[src/source/md_pkg.sv]
package md_pkg;

	////////////////////////////////////////////////////////////////////////////
	// Grid and data widths
	////////////////////////////////////////////////////////////////////////////

	// One coordinate, packed position is {pos_z, pos_y, pos_x}
	localparam int coord_width = 16;
	localparam int pos_width = 3 * coord_width;

	// One cell coordinate, packed cell address is {cell_x, cell_y, cell_z}
	localparam int cell_id_width = 2;
	localparam int cell_addr_width = 3 * cell_id_width;

	// Grid size in cells
	localparam int grid_x = 2;
	localparam int grid_y = 2;
	localparam int grid_z = 1;
	localparam int cell_count = grid_x * grid_y * grid_z;

	// Address 0 holds the count, 1 and up the particles
	localparam int cache_depth = 64;
	localparam int addr_width = 6;

	////////////////////////////////////////////////////////////////////////////
	// Update controller states
	////////////////////////////////////////////////////////////////////////////

	typedef logic [1:0] upd_state_t;

	localparam upd_state_t upd_idle = 2'd0;
	localparam upd_state_t upd_collect = 2'd1;
	localparam upd_state_t upd_write_count = 2'd2;
	localparam upd_state_t upd_swap = 2'd3;

	// Packed cell address of a linear cell index, x fastest
	function automatic logic [cell_addr_width-1:0] cell_addr_of(input int unsigned idx);
		logic [cell_id_width-1:0] x;
		logic [cell_id_width-1:0] y;
		logic [cell_id_width-1:0] z;
		x = cell_id_width'(idx % grid_x);
		y = cell_id_width'((idx / grid_x) % grid_y);
		z = cell_id_width'(idx / (grid_x * grid_y));
		return {x, y, z};
	endfunction

	// Linear index of a packed cell address
	function automatic int unsigned cell_index_of(input logic [cell_addr_width-1:0] addr);
		return addr[3*cell_id_width-1 -: cell_id_width]
			+ grid_x * addr[2*cell_id_width-1 -: cell_id_width]
			+ grid_x * grid_y * addr[cell_id_width-1:0];
	endfunction

	// Cell address lies inside the grid bounds
	function automatic logic cell_in_grid(input logic [cell_addr_width-1:0] addr);
		return (addr[3*cell_id_width-1 -: cell_id_width] < grid_x)
			&& (addr[2*cell_id_width-1 -: cell_id_width] < grid_y)
			&& (addr[cell_id_width-1:0] < grid_z);
	endfunction

endpackage

[src/source/pos_read_port.sv]
`timescale 1ns/1ps

module pos_read_port
(
	input  logic                                       clk,
	input  logic                                       rst,
	input  logic                                       rd_en,
	input  logic [md_pkg::cell_addr_width-1:0]          rd_cell,
	output logic [md_pkg::cell_count-1:0]               cache_rden,
	input  logic [md_pkg::cell_count*md_pkg::pos_width-1:0] cache_pos,
	output logic                                       rd_valid,
	output logic [md_pkg::pos_width-1:0]                rd_data
);

	// One-hot cache that was read last cycle
	logic [md_pkg::cell_count-1:0] rd_sel;

	// Off-grid cells enable no cache
	always_comb
	begin
		cache_rden = '0;
		if (rd_en && md_pkg::cell_in_grid(rd_cell))
		begin
			cache_rden[md_pkg::cell_index_of(rd_cell)] = 1'b1;
		end
	end

	always_ff @(posedge clk)
	begin
		if (rst)
		begin
			rd_sel <= '0;
			rd_valid <= 1'b0;
		end
		else
		begin
			rd_sel <= cache_rden;
			rd_valid <= |cache_rden;
		end
	end

	// Cache q is already one cycle late, so the mux is combinational
	always_comb
	begin
		rd_data = '0;
		for (int i = 0; i < md_pkg::cell_count; i++)
		begin
			if (rd_sel[i])
			begin
				rd_data = cache_pos[i*md_pkg::pos_width +: md_pkg::pos_width];
			end
		end
	end

	assert property (@(posedge clk) disable iff (rst) $onehot0(cache_rden));

endmodule

[config.mk]
export PLATFORM = sky130hd
export DESIGN_NAME = pos_read_port
export DESIGN_NICKNAME = d
export VERILOG_FILES = /design/src/source/md_pkg.sv /design/src/source/pos_read_port.sv
export SDC_FILE = /design/constraint.sdc
export NUM_CORES = 1
export LEC_CHECK = 0
export BUFFER_PORTS_ARGS = -buffer_cell sky130_fd_sc_hd__buf_2
export CORE_AREA = 2 2 98 100
export DETAILED_ROUTE_END_ITERATION = 10
export DIE_AREA = 0 0 100 102
export PLACE_DENSITY = 0.57
export SYNTH_ARGS = -nofsm -noshare
export SYNTH_HDL_FRONTEND = slang
export SYNTH_SLANG_ARGS = --single-unit
[constraint.sdc]
create_clock -name clk -period 4.7 [get_ports clk]
set_input_delay 1.41 -clock clk [delete_from_list [all_inputs] [get_ports clk]]
set_output_delay 1.41 -clock clk [all_outputs]
set_load 0.1 [all_outputs]
Word level (Yosys, flattened, before mapping)
Cells that the tools add are included.
W data, S select, Z words.

word-level totals
  logic and storage cells = 21
  register bits after elaboration = 5

cells by class
  magnitude comparators = 5
  reduce and logical (&&, ||, !) cells = 5
  add/sub/neg operators = 2
  muxes and demuxes = 7

operators by type and width
  operator              count
  $mux W48              4
  $add A4 B4 Y5         1
  $ge A5 B1 Y1 const B  1
  $lt A5 B3 Y1 const B  1
  $add A2 B3 Y4         1
  $logic_and A1 B1 Y1   4
  $lt A2 B2 Y1 const B  2
  $mux W4               1
  $reduce_or A4 Y1      1
  $demux W1 S2          1
  $lt A2 B1 Y1 const B  1
  $mux W1               1

Logic depth before layout (Yosys ltp)
  word-level depth = 8
  depth in mapped cells = 5
  gate-level depth less buffers = 5

Worst setup path before layout
No wires, ideal clock.

  kind = input -> output
  start = in rd_cell[2] (netlist name)
  end = out cache_rden[0] (netlist name)
  cell stages on the path = 5
  path slack = -1.985 ns
  arrival = 5.275 ns
  path buffers = 0
  cells stage by stage = ha_1 -> fa_1 -> nor4_1 -> nand3b_1 -> nor4_1

on the way
  word-level cells in the longest chain between the ends = 7
  elaborated cells between the ends (all ways) = 12
  classes of those cells = 2 x add/sub; 3 x order compare; 3 x mux; 4 x reduce/logical

RTL lines
  item                                                                       line                 source
  from (decl)                                                                pos_read_port.sv:8   input logic [md_pkg::cell_addr_width-1:0] rd_cell,
  $add A2 B3 Y4                                                              md_pkg.sv:50         + grid_x * addr[2*cell_id_width-1 -: cell_id_width]
  $add A4 B4 Y5                                                              md_pkg.sv:51         + grid_x * grid_y * addr[cell_id_width-1:0];
  $ge A5 B1 Y1 (implied by the code) / $lt A5 B3 Y1 (equally long branches)  pos_read_port.sv:24  cache_rden[md_pkg::cell_index_of(rd_cell)] = 1'b1;
  $logic_and A1 B1 Y1 (implied by the code)                                  pos_read_port.sv:24
  $mux W1 (implied by the code)                                              pos_read_port.sv:24
  $demux W1 S2                                                               pos_read_port.sv:24
  $mux W4 (*)                                                                pos_read_port.sv:22  if (rd_en && md_pkg::cell_in_grid(rd_cell))
  to (decl)                                                                  pos_read_port.sv:9   output logic [md_pkg::cell_count-1:0] cache_rden,

Every way passes the cells marked *; elsewhere a longest branch is shown, timed or not.

Final worst setup path
Same ends and word-level chain as after synthesis.

==> results.toml <==
[logic_synthesis]
yosysTopAreaCellShare_pct = 27.17
ys.flop_type = "dfxtp_1"
syn_area_mm2 = 0.001299
syn_area_per_cell_um2 = 6.526
async_reset_ff_share_pct = 0
synth_cell_types = 21
syn_inst = 199
syn-num-nets = 402
yosysSeqAreaShare_pct = 7.707
yosys-top-cells-area = "a22oi_1 27%, o22ai_1 23%, a21oi_1 18%, dfxtp_1 7.7%, buf_4 4.6%"
synth_top_area_cell = "a22oi_1"
ys_seq_elements = 5
yosys-top-cells-count = "47 x a22oi_1, 47 x o22ai_1, 46 x a21oi_1"
yosysWarningCount = 0
synth_edf_count = 0

[clock_tree]
cts_setup_buffers = 0
postCtsHoldBufs = 0
cts_buffers = 3
cts_tree = "yes"
max-clock-path-buffers = 2
cts_max_level = 1
cts_resized = 0
path_clk_slew_ps = 40
cts.sinks = 5
cts-root-buf = "clkbuf_8"

[route]
wl_per_cell_um = 15.47
firstDrtPassIters = 4
drt_wl_total_um = 8522
drt-initial-drc-count = 127
vias = 2719
routed_via_density = 4.935
drc = 0
antenna_left = 0

[final_layout]
fin_area_mm2 = 0.002780
fill_cells = 1027
fin_cells = 551
drive_gt1_share_pct = 62.50
antenna_cells = 0
area.growth.synth_to_final_pct = 114.1
layout.nets = 644

[pwr]
power.leakage_nw = 1.474
power_density_mw_per_mm2 = 88.48
power_mw = 0.2460
max-vdd-ir-drop_mv = 0.1046

[die]
rows = 35
start_util_pct = 14.26
dieArea_mm2 = 0.01020
chipWidth_um = 100
die_y_um = 102
core_mm2 = 0.009109
ios = 254

[global_routing]
top_usage_layer = "met2"
grt_first_pass_wirelength_um = 11920
antenna_found_initial = 0
met2_usage_pct = 26.98
grt_max_degree = 51
use_met3_pct = 2.052
grt_use_met1_pct = 17.79
grtUsageTotal_pct = 14.30
grt_remaining_overflow = 0
grt_pass1_vias = 2500

[sta]
fmax_mhz = 219.3
hold_slack_ps = 1459
hold_viol = 0
period_needed_ps = 4559
fin_crit_sh_pct = 97.01
fin_tns_setup_ps = 0
final-setup-viol-count = 0
slew_viol_final = 0
worst_pin_slew_ps = 1212
relSlewSlack_pct = 18.99
rsz0062_at_grt = "no"

[run_status]
status = "finished, final reports clean"

[worst_setup_path]
criticalPathCategory = "in2out"
crit_fanout = 4
start_kind = "primary input"
required_ps = 3290
cp-end-kind = "primary output"
worstPathArrival_ps = 3150

[place]
dp.cells = 546
gp_congestion = 0.7410
dp_hpwl_um = 6642
post_dp_cell_area_mm2 = 0.002728
numPortBuffers = 253

[hold_path]
hp-class = "in2reg"

[run]
cap_violations = 0
final cells by class:
cell class	instances	area, µm²	area share, %
multi-input cells	167	1094	39.33
flip-flops and latches	5	101.3	3.645
repair buffers	262	1394	50.14
inverters	2	7.507	0.2700
clock buffers	4	45.04	1.620
well taps	111	138.9	4.995
through the flow:
step	setup slack (ps)	util, %
2_1_floorplan	-246.4	-
3_3_place_gp	136.7	29.95
3_5_place_dp	35.48	29.95
4_1_cts	24.17	30.44
5_1_grt	9.694	30.52
6_report	140.7	30.52
state kept, by name, indices dropped and copies added (netlist names):
signal / flops
rd_sel: 4
rd_valid: 1
cell usage in the layout, fill, tap and decap left out, drive strengths merged:
master  instances
a21oi          46
a221oi          1
a22oi          47
a31oi           1
buf           262
clkbuf          4
dfxtp           5
fa              1
ha              1
inv             2
nand2           3
nand2b          1
nand3b          3
nor2            9
nor2b           1
nor3b           2
nor4            3
o22ai          47
or3b            1
power by group:
part           leakage, nW  internal (mW)  switching [mW]
Sequential          0.0408         0.0428        0.000306
Clock               0.0228         0.0583          0.0222
Combinational         1.41         0.0682          0.0541
Total                 1.47          0.169          0.0767
worst max-delay path, cell delays in order:
cell,delay [ps]
buf_2,100
ha_1,200
fa_1,350
nor4_1,380
nand3b_1,120
buf_4,180
nor4_4,190
buf_12,210
worst paths after layout:
check | startpoint | end | cells after the start
worst min-delay path | rd_cell[4] | rd_sel[0] | 2
worst max-delay path | rd_cell[2] | cache_rden[0] | 8
routing by layer:
layer / share of wire [%] / wire [µm]
met5: 0 / 0
met2: 51 / 4352
met3: 9.5 / 809
met1: 39 / 3322
met4: 0.45 / 38
logic make-up after synthesis:
logic type,synth area share [%]
AND/OR/NAND/NOR,9.441
adder cells (fa/ha/maj),2.505
flip-flops,7.707
buffers and inverters,11.66
AO/OA/AOI/OAI,68.69
Power figures use the tool's default switching activity.
