--- config.mk ---
export PLATFORM = sky130hd
export DESIGN_NAME = cell_router
export DESIGN_NICKNAME = d
export VERILOG_FILES = /design/src/source/md_pkg.sv /design/src/source/cell_router.sv
export SDC_FILE = /design/constraint.sdc
export NUM_CORES = 1
export LEC_CHECK = 0
export ABC_AREA = 1
export CAP_MARGIN = 20
export CORE_MARGIN = 5
export CORE_UTILIZATION = 28
export CTS_BUF_LIST = sky130_fd_sc_hd__clkbuf_16
export CTS_CLUSTER_DIAMETER = 30
export DETAILED_ROUTE_END_ITERATION = 8
export DONT_BUFFER_PORTS = 1
export HOLD_SLACK_MARGIN = 0.1
export PLACE_DENSITY = 0.4
export SYNTH_ARGS = -nofsm -noshare
export SYNTH_HDL_FRONTEND = slang
export SYNTH_SLANG_ARGS = --single-unit
--- constraint.sdc ---
create_clock -name clk -period 0.8 [get_ports clk]
set_input_delay 0.04 -clock clk [delete_from_list [all_inputs] [get_ports clk]]
set_output_delay 0.04 -clock clk [all_outputs]
set_load 0.1 [all_outputs]
--- src/source/md_pkg.sv ---
package md_pkg;

	////////////////////////////////////////////////////////////////////////////
	// Grid and data widths
	////////////////////////////////////////////////////////////////////////////

	// One coordinate, packed position is {pos_z, pos_y, pos_x}
	localparam int coord_width = 16;
	localparam int pos_width = 3 * coord_width;

	// One cell coordinate, packed cell address is {cell_x, cell_y, cell_z}
	localparam int cell_id_width = 2;
	localparam int cell_addr_width = 3 * cell_id_width;

	// Grid size in cells
	localparam int grid_x = 2;
	localparam int grid_y = 2;
	localparam int grid_z = 1;
	localparam int cell_count = grid_x * grid_y * grid_z;

	// Address 0 holds the count, 1 and up the particles
	localparam int cache_depth = 64;
	localparam int addr_width = 6;

	////////////////////////////////////////////////////////////////////////////
	// Update controller states
	////////////////////////////////////////////////////////////////////////////

	typedef logic [1:0] upd_state_t;

	localparam upd_state_t upd_idle = 2'd0;
	localparam upd_state_t upd_collect = 2'd1;
	localparam upd_state_t upd_write_count = 2'd2;
	localparam upd_state_t upd_swap = 2'd3;

	// Packed cell address of a linear cell index, x fastest
	function automatic logic [cell_addr_width-1:0] cell_addr_of(input int unsigned idx);
		logic [cell_id_width-1:0] x;
		logic [cell_id_width-1:0] y;
		logic [cell_id_width-1:0] z;
		x = cell_id_width'(idx % grid_x);
		y = cell_id_width'((idx / grid_x) % grid_y);
		z = cell_id_width'(idx / (grid_x * grid_y));
		return {x, y, z};
	endfunction

	// Linear index of a packed cell address
	function automatic int unsigned cell_index_of(input logic [cell_addr_width-1:0] addr);
		return addr[3*cell_id_width-1 -: cell_id_width]
			+ grid_x * addr[2*cell_id_width-1 -: cell_id_width]
			+ grid_x * grid_y * addr[cell_id_width-1:0];
	endfunction

	// Cell address lies inside the grid bounds
	function automatic logic cell_in_grid(input logic [cell_addr_width-1:0] addr);
		return (addr[3*cell_id_width-1 -: cell_id_width] < grid_x)
			&& (addr[2*cell_id_width-1 -: cell_id_width] < grid_y)
			&& (addr[cell_id_width-1:0] < grid_z);
	endfunction

endpackage

--- src/source/cell_router.sv ---
`timescale 1ns/1ps

module cell_router
(
	input  logic                              clk,
	input  logic                              rst,
	input  logic                              motion_update_enable,
	input  logic                              in_valid,
	input  logic [md_pkg::pos_width-1:0]       in_pos,
	output logic                              bc_enable,
	output logic                              bc_valid,
	output logic [md_pkg::pos_width-1:0]       bc_pos,
	output logic [md_pkg::cell_addr_width-1:0] bc_dst_cell,
	output logic                              lost
);

	logic [md_pkg::cell_addr_width-1:0] dst_cell;
	logic in_grid;

	// Destination is the top bits of each coordinate, packed {x, y, z}
	assign dst_cell = {
		in_pos[md_pkg::coord_width-1 -: md_pkg::cell_id_width],
		in_pos[2*md_pkg::coord_width-1 -: md_pkg::cell_id_width],
		in_pos[3*md_pkg::coord_width-1 -: md_pkg::cell_id_width]
	};
	assign in_grid = md_pkg::cell_in_grid(dst_cell);

	// Framing and flags, one cycle behind the input
	always_ff @(posedge clk)
	begin
		if (rst)
		begin
			bc_enable <= 1'b0;
			bc_valid <= 1'b0;
			lost <= 1'b0;
		end
		else
		begin
			bc_enable <= motion_update_enable;
			bc_valid <= motion_update_enable && in_valid && in_grid;
			// Out of grid particles are dropped here
			lost <= in_valid && !in_grid;
		end
	end

	// Broadcast payload
	always_ff @(posedge clk)
	begin
		if (in_valid)
		begin
			bc_pos <= in_pos;
			bc_dst_cell <= dst_cell;
		end
	end

	// Broadcasts stay inside the framed phase
	assert property (@(posedge clk) disable iff (rst) bc_valid |-> bc_enable);

	assert property (@(posedge clk) disable iff (rst) !(lost && bc_valid));

endmodule

After elaboration in Yosys (flattened, before gate mapping)
Index checks and enable logic that the tools add are counted.
Operators by class
  order comparisons: 3
  reduce and logical (&&, ||, !) cells: 6
Operators by type and width (number)
  logical AND 1 bit: 5
  < comparator 2 bit, second input constant: 2
  < comparator 2 x 1 -> 1 bit, second input constant: 1
  zero test 1 bit: 1
Storage, ports and cells
  register bits after elaboration: 57
  input port bits: 52
  output and inout bits: 57
  word-level logic and storage cells: 14

Longest topological paths before layout
Gate-level depths: netlist of run 1.
  word-level depth: 5
  gate-level depth with buffers: 3

Least setup slack after synthesis of run 1
No wires, ideal clock.
  path type: register -> output
  start point: register bc_pos[14] (netlist bit)
  end point: output port bc_pos[14] (netlist bit)
  arrival: 1347 ps
  required time: 760 ps
  slack: -587 ps
  cell stages (with the launch flop): 2
  path buffers: 1
  cell sequence: edfxtp_1 -> buf_4
RTL lines
  start: declaration: RTL line cell_router.sv:12  | output logic [md_pkg::pos_width-1:0] bc_pos,
  start signal: assignment: RTL line cell_router.sv:51  | bc_pos <= in_pos;
No word-level cell between the ends.

==> results by stage, run 1 <==
Timing:
- Once routing completed, OpenROAD measured the worst setup slack at -0.218 ns.
- Setup total negative slack on the finished layout was measured at -7.76 ns.
- The share of the clock period used by the worst path after layout is 127%.
- Setup violations remaining at the end of the flow were counted as 57.
- The total count of max-transition violations in the final report is 0.
- The worst-margin pin slew is 0.194 ns.
- The clock period minus final worst setup slack is 1.02 ns.
- The minimum hold slack is -0.131 ns.
- The worst relative slew slack is 87.0%.
- The final number of hold-violating endpoints came to 50.
- Setup repair after global routing could not meet its margin everywhere.
- The maximum clock frequency is 0.983 GHz.

Detailed routing:
- After detailed routing, the total wire length is 4130 um.
- The number of design rule violations left after detail routing is 0.
- The vias after detailed routing is 1013.
- The mean number of vias per cell is 4.08.
- The detail route stage leaves a number of antenna-violating nets equal to 0.
- The routed length per instance is 16.6 um.
- The number of detailed-route iterations in the first pass is 3.
- After the first detailed-routing iteration, the DRC count stood at 34.

GRT:
- The global route total overflow is 0.
- The overall track demand over capacity in global routing is 11.7%.
- The number of antenna violations at the first check in global routing is 0.
- The via count of the first global-routing pass is 1172.
- The first global-routing pass estimated 6400 um of wire.
- Entering global routing, the biggest net connects 51 pins.

Yosys:
- By instance count, the leading cell after synthesis is sky130_fd_sc_hd__edfxtp_1.
- The Yosys step of the flow raised 0 warnings.
- Yosys mapped a number of flops with a built-in enable equal to 48.
- After synthesis, flip-flops and latches occupy 94.2% of the total area.
- The biggest area contributor in the post-synthesis netlist is sky130_fd_sc_hd__edfxtp_1.
- Sorting the synthesized cells by area gives the leading types as sky130_fd_sc_hd__edfxtp_1, sky130_fd_sc_hd__dfxtp_1, sky130_fd_sc_hd__buf_4.
- The top-area cell type share of the netlist area is 90.4%.
- Summing every instance area after synthesis gives 1590 sq um.
- In the synthesized netlist, the cells that appear most often are sky130_fd_sc_hd__edfxtp_1, sky130_fd_sc_hd__buf_4, sky130_fd_sc_hd__dfxtp_1, sky130_fd_sc_hd__nor2_2.
- Synthesis produced a netlist with a net count of 119.
- Among all flip-flop cells after synthesis, the most frequent one is sky130_fd_sc_hd__edfxtp_1.
- Synthesis produced a netlist whose cell count is 67.
- The number of distinct library cells after synthesis is 9.
- The post-synthesis average cell area is 23.8 sq um.
- The synthesis-stage register bit count is 51.
- For this run, asynchronously set or reset flops after synthesis account for 0%.

Finish:
- The synthesis-to-layout area growth is 117%.
- The ratio of cells with drive above 1 in the final layout is 39.2%.
- Leaving out filler cells and counting taps, the final layout contains 248.
- The number of nets in the final layout is 227.
- The final core utilization is 62.7%.
- The number of antenna diodes in the final layout is 0.
- After routing the design area is 3450 sq um.
- The filler cells instantiated in the layout total 407.

Worst hold path:
- The type of the worst min-delay path is in -> reg.
- In this run the most critical hold path is launched from in_valid.
- The cell count of the worst hold path is 0.

Clock network:
- Clock tree synthesis selected as its root buffer the cell sky130_fd_sc_hd__clkbuf_16.
- The number of buffers created by CTS is 5.
- The clock net sink count is 51.
- After clock tree synthesis, the clock-pin slew on the worst setup and hold paths is 0.06 ns.
- The quantity of hold-fixing buffers added after cts is 50.
- The clock passes through at most 2 buffers.
- The H-tree was split into 2 levels.
- TritonCTS built the clock tree.

Pwr:
- The design draws 8.09 mW.
- The power density over the cells is 2340 nW/um^2.
- Summed over all cells, the static leakage comes to 1.34 nW.
- The worst ir drop on vdd is 1.65 mV.

Die:
- The top-level port count is 109.
- The effective utilization at floorplan is 28.9%.
- The area of the placeable core is 5510 sq um.
- From left edge to right edge, the die measures 85.5 um.
- The full die area is 7300 sq um.
- The floorplan step set the die height to 85.5 um.
- The initialized floorplan defines 27 standard-cell rows.

Setup path:
- STA classifies the critical path endpoint as a primary output.
- The critical path's top delay family is flip-flops.
- Traced cell by cell, the critical path runs through clkbuf_16.
- The data arrival time of the critical path is 0.98 ns.
- The worst stage delay on the critical path is 0.46 ns.
- The maximum fanout count along the critical path is 2.
- The data required time at the worst endpoint is 0.76 ns.
- Together, buffers and inverters on the worst path number 1.
- The setup path with the least slack is of type reg -> out.
- STA classifies the critical path startpoint as a flip-flop.
- The cell at the slowest stage of the critical path is sky130_fd_sc_hd__edfxtp_1.
- The origin of the worst setup path is bc_pos[31].
- In this run the number of cells on the critical path is 1.

Placement:
- The placer's final routability congestion estimate is 0.689.
- The number of input and output port buffers inserted is 0.
- Including well taps, the total number of placed cells is 190.
- Once detailed placement completed, the half-perimeter wirelength came to 2880 um.
- The placed instances occupy a cell area of 2830 sq um.

Job:
- Max-cap violations in this run came to 0.

Run status:
- The checks that failed: hold timing, setup timing.
- The flow ran to the end, but the final reports show violations.
==> cell usage in the layout (no fill, tap or decap) <==
cell / n
sky130_fd_sc_hd__a21oi_1: 1
sky130_fd_sc_hd__nand3_1: 1
sky130_fd_sc_hd__nor2_2: 3
sky130_fd_sc_hd__dfxtp_2: 3
sky130_fd_sc_hd__clkinvlp_4: 1
sky130_fd_sc_hd__edfxtp_1: 48
sky130_fd_sc_hd__clkbuf_16: 11
sky130_fd_sc_hd__clkinv_1: 2
sky130_fd_sc_hd__inv_1: 2
sky130_fd_sc_hd__buf_12: 51
sky130_fd_sc_hd__dlygate4sd3_1: 50
sky130_fd_sc_hd__nand2_1: 2
sky130_fd_sc_hd__nor2_1: 1
==> report_power, final <==
group          internal [mW]  leakage (nW)  switching [mW]
clock network           1.14        0.0649           0.829
registers               3.16         0.496           0.181
logic                   1.00         0.783            1.78
total                   5.30          1.34            2.79
==> through the flow <==
step                hold WS (ns)  setup WS (ns)
global placement           0.105         0.0763
floorplan                  0.104         -0.466
finish                    -0.131         -0.218
CTS                       -0.137         -0.246
detailed placement         0.106         0.0615
global route              -0.146         -0.257
==> metal layers <==
metal	wire (um)	up-vias	global-route usage, %	part of all wire (%)
met5	0	-	0	0
met4	49	0	3.02	1.2
met3	572	5	7.67	14
met2	2290	70	21.5	55
met1	1220	478	10.5	29
li1	-	460	-	-
==> cell families after synthesis <==
| logic type | Yosys count | share of synthesized area [%] |
|---|---|---|
| compound gates | 1 | 0.314 |
| flops | 51 | 94.2 |
| simple gates | 7 | 2.20 |
| buf+inv | 8 | 3.30 |
==> path summary, 6_finish.rpt <==
kind | endpoint | slack [ns]
setup / recovery | bc_dst_cell[3] | -0.22
hold / removal | bc_pos[4] | -0.13
==> timing repair <==
item,4_1_cts,5_1_grt
setup buffers,0,0
pin swaps,0,0
setup endpoints to repair,57,57
hold endpoints to repair,99,50
gates resized for setup,0,6
==> registers in the layout, summed over array words and instances (netlist names) <==
name / cells
bc_dst_cell: 2
bc_pos: 46
bc_enable: 1
bc_valid: 1
lost: 1
==> layout make-up <==
| cell class | count | area, sq um | area share [%] |
|---|---|---|---|
| clock buffer | 5 | 125 | 3.62 |
| clock inverter | 3 | 15.0 | 0.435 |
| inverter | 2 | 7.51 | 0.217 |
| multi-input combinational | 8 | 40.0 | 1.16 |
| sequential | 51 | 1510 | 43.6 |
| tap | 72 | 90.1 | 2.61 |
| timing repair buffer | 107 | 1670 | 48.4 |
Power figures use the tool's default switching activity.
==> run 2, diff against run 1 <==
--- a/config.mk
+++ b/config.mk
@@ -15,6 +15,9 @@
 export DONT_BUFFER_PORTS = 1
 export HOLD_SLACK_MARGIN = 0.1
 export PLACE_DENSITY = 0.4
+export REMOVE_ABC_BUFFERS = 1
+export SETUP_SLACK_MARGIN = 0.02
+export SKIP_LAST_GASP = 1
 export SYNTH_ARGS = -nofsm -noshare
 export SYNTH_HDL_FRONTEND = slang
 export SYNTH_SLANG_ARGS = --single-unit
==> results by stage, run 2 (synthesis results as in run 1) <==
Pwr:
- The fraction of power consumed by the clock network is 27.3% (was 24.3%).
- The net load switching power is 2.80 mW (was 2.79 mW).
- The fraction of power spent switching nets is 33.3% (was 34.5%).
- The reported leakage power was 1.36 nW (was 1.34 nW).
- The share of power burned in registers is 39.7% (was 41.3%).
- The power density over the cells is 2420 nW/um^2 (was 2340 nW/um^2).
- The internal power is 5.62 mW (was 5.30 mW).
- The combinational cell fraction of total power came to 33.0% (was 34.4%).
- The worst ir drop on vdd was 1.23 mV (was 1.65 mV).

Setup path:
- The cell at the slowest stage of the critical path is sky130_fd_sc_hd__edfxtp_1 (unchanged).
- The data required time at the worst endpoint is 0.76 ns (about the same).
- The critical path's top delay family was flip-flops (unchanged).
- The data arrival time of the critical path is 1.00 ns (was 0.98 ns).
- The origin of the worst setup path is bc_pos[15] (was bc_pos[31]).
- The number of cells on the critical path was 1 (unchanged).
- The category of the worst setup path capture point is a primary output (unchanged).
- The type of origin of the critical path is a flip-flop (unchanged).
- The path type of the worst setup path is reg -> out (unchanged).
- The worst stage delay on the critical path came to 0.47 ns (was 0.46 ns).
- The number of buffers and inverters on the critical path is 1 (unchanged).
- The maximum fanout count along the critical path is 2 (unchanged).
- The capture point of the worst path is bc_dst_cell[5] (was bc_dst_cell[3]).
- Cell-by-cell trace of the critical path: clkbuf_16 (unchanged).

Die:
- The area of the placeable core is 5510 sq um (unchanged).
- The top-level port count was 109 (unchanged).
- The site row count is 27 (unchanged).
- The effective utilization at floorplan is 28.9% (unchanged).
- The die span in y came to 85.5 um (unchanged).
- The full die area is 7300 sq um (unchanged).
- The horizontal die dimension is 85.5 um (unchanged).

Clock network:
- The clock slew seen by the registers of the worst setup and hold paths is 0.06 ns (about the same).
- The quantity of hold-fixing buffers added after cts is 50 (unchanged).
- The cell at the root of the clock tree is sky130_fd_sc_hd__clkbuf_16 (unchanged).
- The clock net sink count was 51 (unchanged).
- The TritonCTS clock tree is done (unchanged).
- The buffers inserted during post-CTS setup optimization is 0 (unchanged).
- The maximum number of buffers from clock root to sink came to 2 (unchanged).
- The number of H-tree levels came to 2 (unchanged).
- The number of buffers created by CTS was 5 (unchanged).

Finish:
- The ratio of cells with drive above 1 in the final layout is 39.8% (was 39.2%).
- The number of nets in the final layout is 227 (unchanged).
- The most common cell after layout, fill and taps aside is sky130_fd_sc_hd__buf_12 (unchanged).
- The largest register by flop count is bc_pos (unchanged).
- The final core utilization is 63.2% (was 62.7%).
- The synthesis-to-layout area growth came to 118% (was 117%).
- Highest-count cells in the layout ignoring fill and taps: sky130_fd_sc_hd__buf_12, sky130_fd_sc_hd__dlygate4sd3_1, sky130_fd_sc_hd__edfxtp_1 (unchanged).
- The number of diodes added for antenna fixing was 0 (unchanged).
- Largest registers ranked by flip-flop count: bc_pos (46), bc_dst_cell (2) (unchanged).
- The number of flip-flops in the largest register is 46 (unchanged).

Timing:
- The worst setup margin was -0.238 ns (was -0.218 ns).
- Setup repair after global routing missed its margin: yes (unchanged).
- The total count of max-transition violations in the final report was 0 (unchanged).
- The worst-margin pin slew is 0.209 ns (was 0.194 ns).
- The worst relative slew slack came to 86.1% (was 87.0%).
- The minimum hold slack was -0.134 ns (was -0.131 ns).
- The clock period minus final worst setup slack is 1.04 ns (was 1.02 ns).
- The final setup violation count came to 57 (unchanged).
- The final number of hold-violating endpoints came to 50 (unchanged).
- The share of the clock period used by the worst path after layout is 130% (was 127%).
- The maximum clock frequency was 0.964 GHz (was 0.983 GHz).

Run status:
- Failing checks: hold timing, setup timing (unchanged).
- Outcome: complete, but fails checks (unchanged).

Detailed routing:
- The routed length per instance is 16.3 um (was 16.6 um).
- The starting DRC count in detailed routing is 43 (was 34).
- The number of design rule violations left after detail routing is 0 (unchanged).
- The aggregate routed wire length is 4040 um (was 4130 um).
- The vias after detailed routing is 983 (was 1013).
- The number of nets with antenna violations after routing is 0 (unchanged).
- The mean number of vias per cell is 3.96 (was 4.08).
- The number of detailed-route iterations in the first pass was 4 (was 3).

GRT:
- The wire length of the first global-routing pass came to 6240 um (was 6400 um).
- The global route total overflow was 0 (unchanged).
- The pin count of the biggest net entering global routing was 51 (unchanged).
- The overall track demand over capacity in global routing is 11.4% (was 11.7%).
- The number of antenna violations at the first check in global routing is 0 (unchanged).
- The via count of the first global-routing pass is 1163 (was 1172).

Worst hold path:
- The type of the worst min-delay path is in -> reg (unchanged).

Placement:
- The placer's final routability congestion estimate is 0.683 (was 0.689).
- The worst slack after detailed placement is 0.0624 ns (was 0.0615 ns).
- The number of input and output port buffers inserted is 0 (unchanged).

Job:
- The max-capacitance violation count is 0 (unchanged).
[run 2: worst min-delay path by stage]
stage,startpoint,to,depth (start not counted)
final,in_valid,bc_dst_cell[1],0
after CTS,in_valid,bc_pos[15],0
after floorplan,rst,bc_enable,1
after detailed placement,rst,bc_enable,1
after global routing,in_valid,bc_dst_cell[1],0
after global placement,rst,bc_enable,1
[run 2: power groups by stage]
stage / registers, mW / logic [mW] / clock network [mW]
6_report: 3.34 / 2.78 / 2.30
5_1_grt: 3.36 / 2.82 / 2.52
4_1_cts: 3.36 / 2.81 / 2.35
3_5_place_dp: 3.41 / 2.60 / 0
3_3_place_gp: 3.40 / 2.60 / 0
2_1_floorplan: 4.91 / 0.0121 / 0
[run 2: metal layers]
metal	up-vias	track usage, %	part of all wire, %
met2	65	21.5	57
met3	2	6.50	12
li1	462	-	-
met5	-	0	0
met1	454	10.4	31
met4	0	3.02	0.42
[run 2: repair_timing]
action                                 CTS  global route
setup endpoints to repair               57            57
pin swaps                                0             0
endpoints found under the hold margin   99            50
resized for setup                        3             6
[run 2: layout make-up]
class | count | area [sq um]
fill | 384 | 2030
clock inverter | 3 | 38.8
sequential | 51 | 1510
timing repair buffer | 107 | 1670
inverter | 2 | 7.51
multi-input combinational | 8 | 40.0
clock buffer | 5 | 125
tap | 72 | 90.1
[run 2: per-stage QoR]
step | setup TNS (ns) | cell area, sq um | total power, mW | instances | hold slack, ns
after CTS | -8.73 | 3490 | 8.51 | 248 | -0.138
after global routing | -9.80 | 3480 | 8.70 | 248 | -0.152
final | -7.84 | 3480 | 8.42 | 248 | -0.134
after floorplan | -15.49 | 1550 | 4.92 | 61 | 0.111
after global placement | 0 | 2830 | 6.00 | 190 | 0.115
after detailed placement | 0 | 2830 | 6.01 | 190 | 0.118
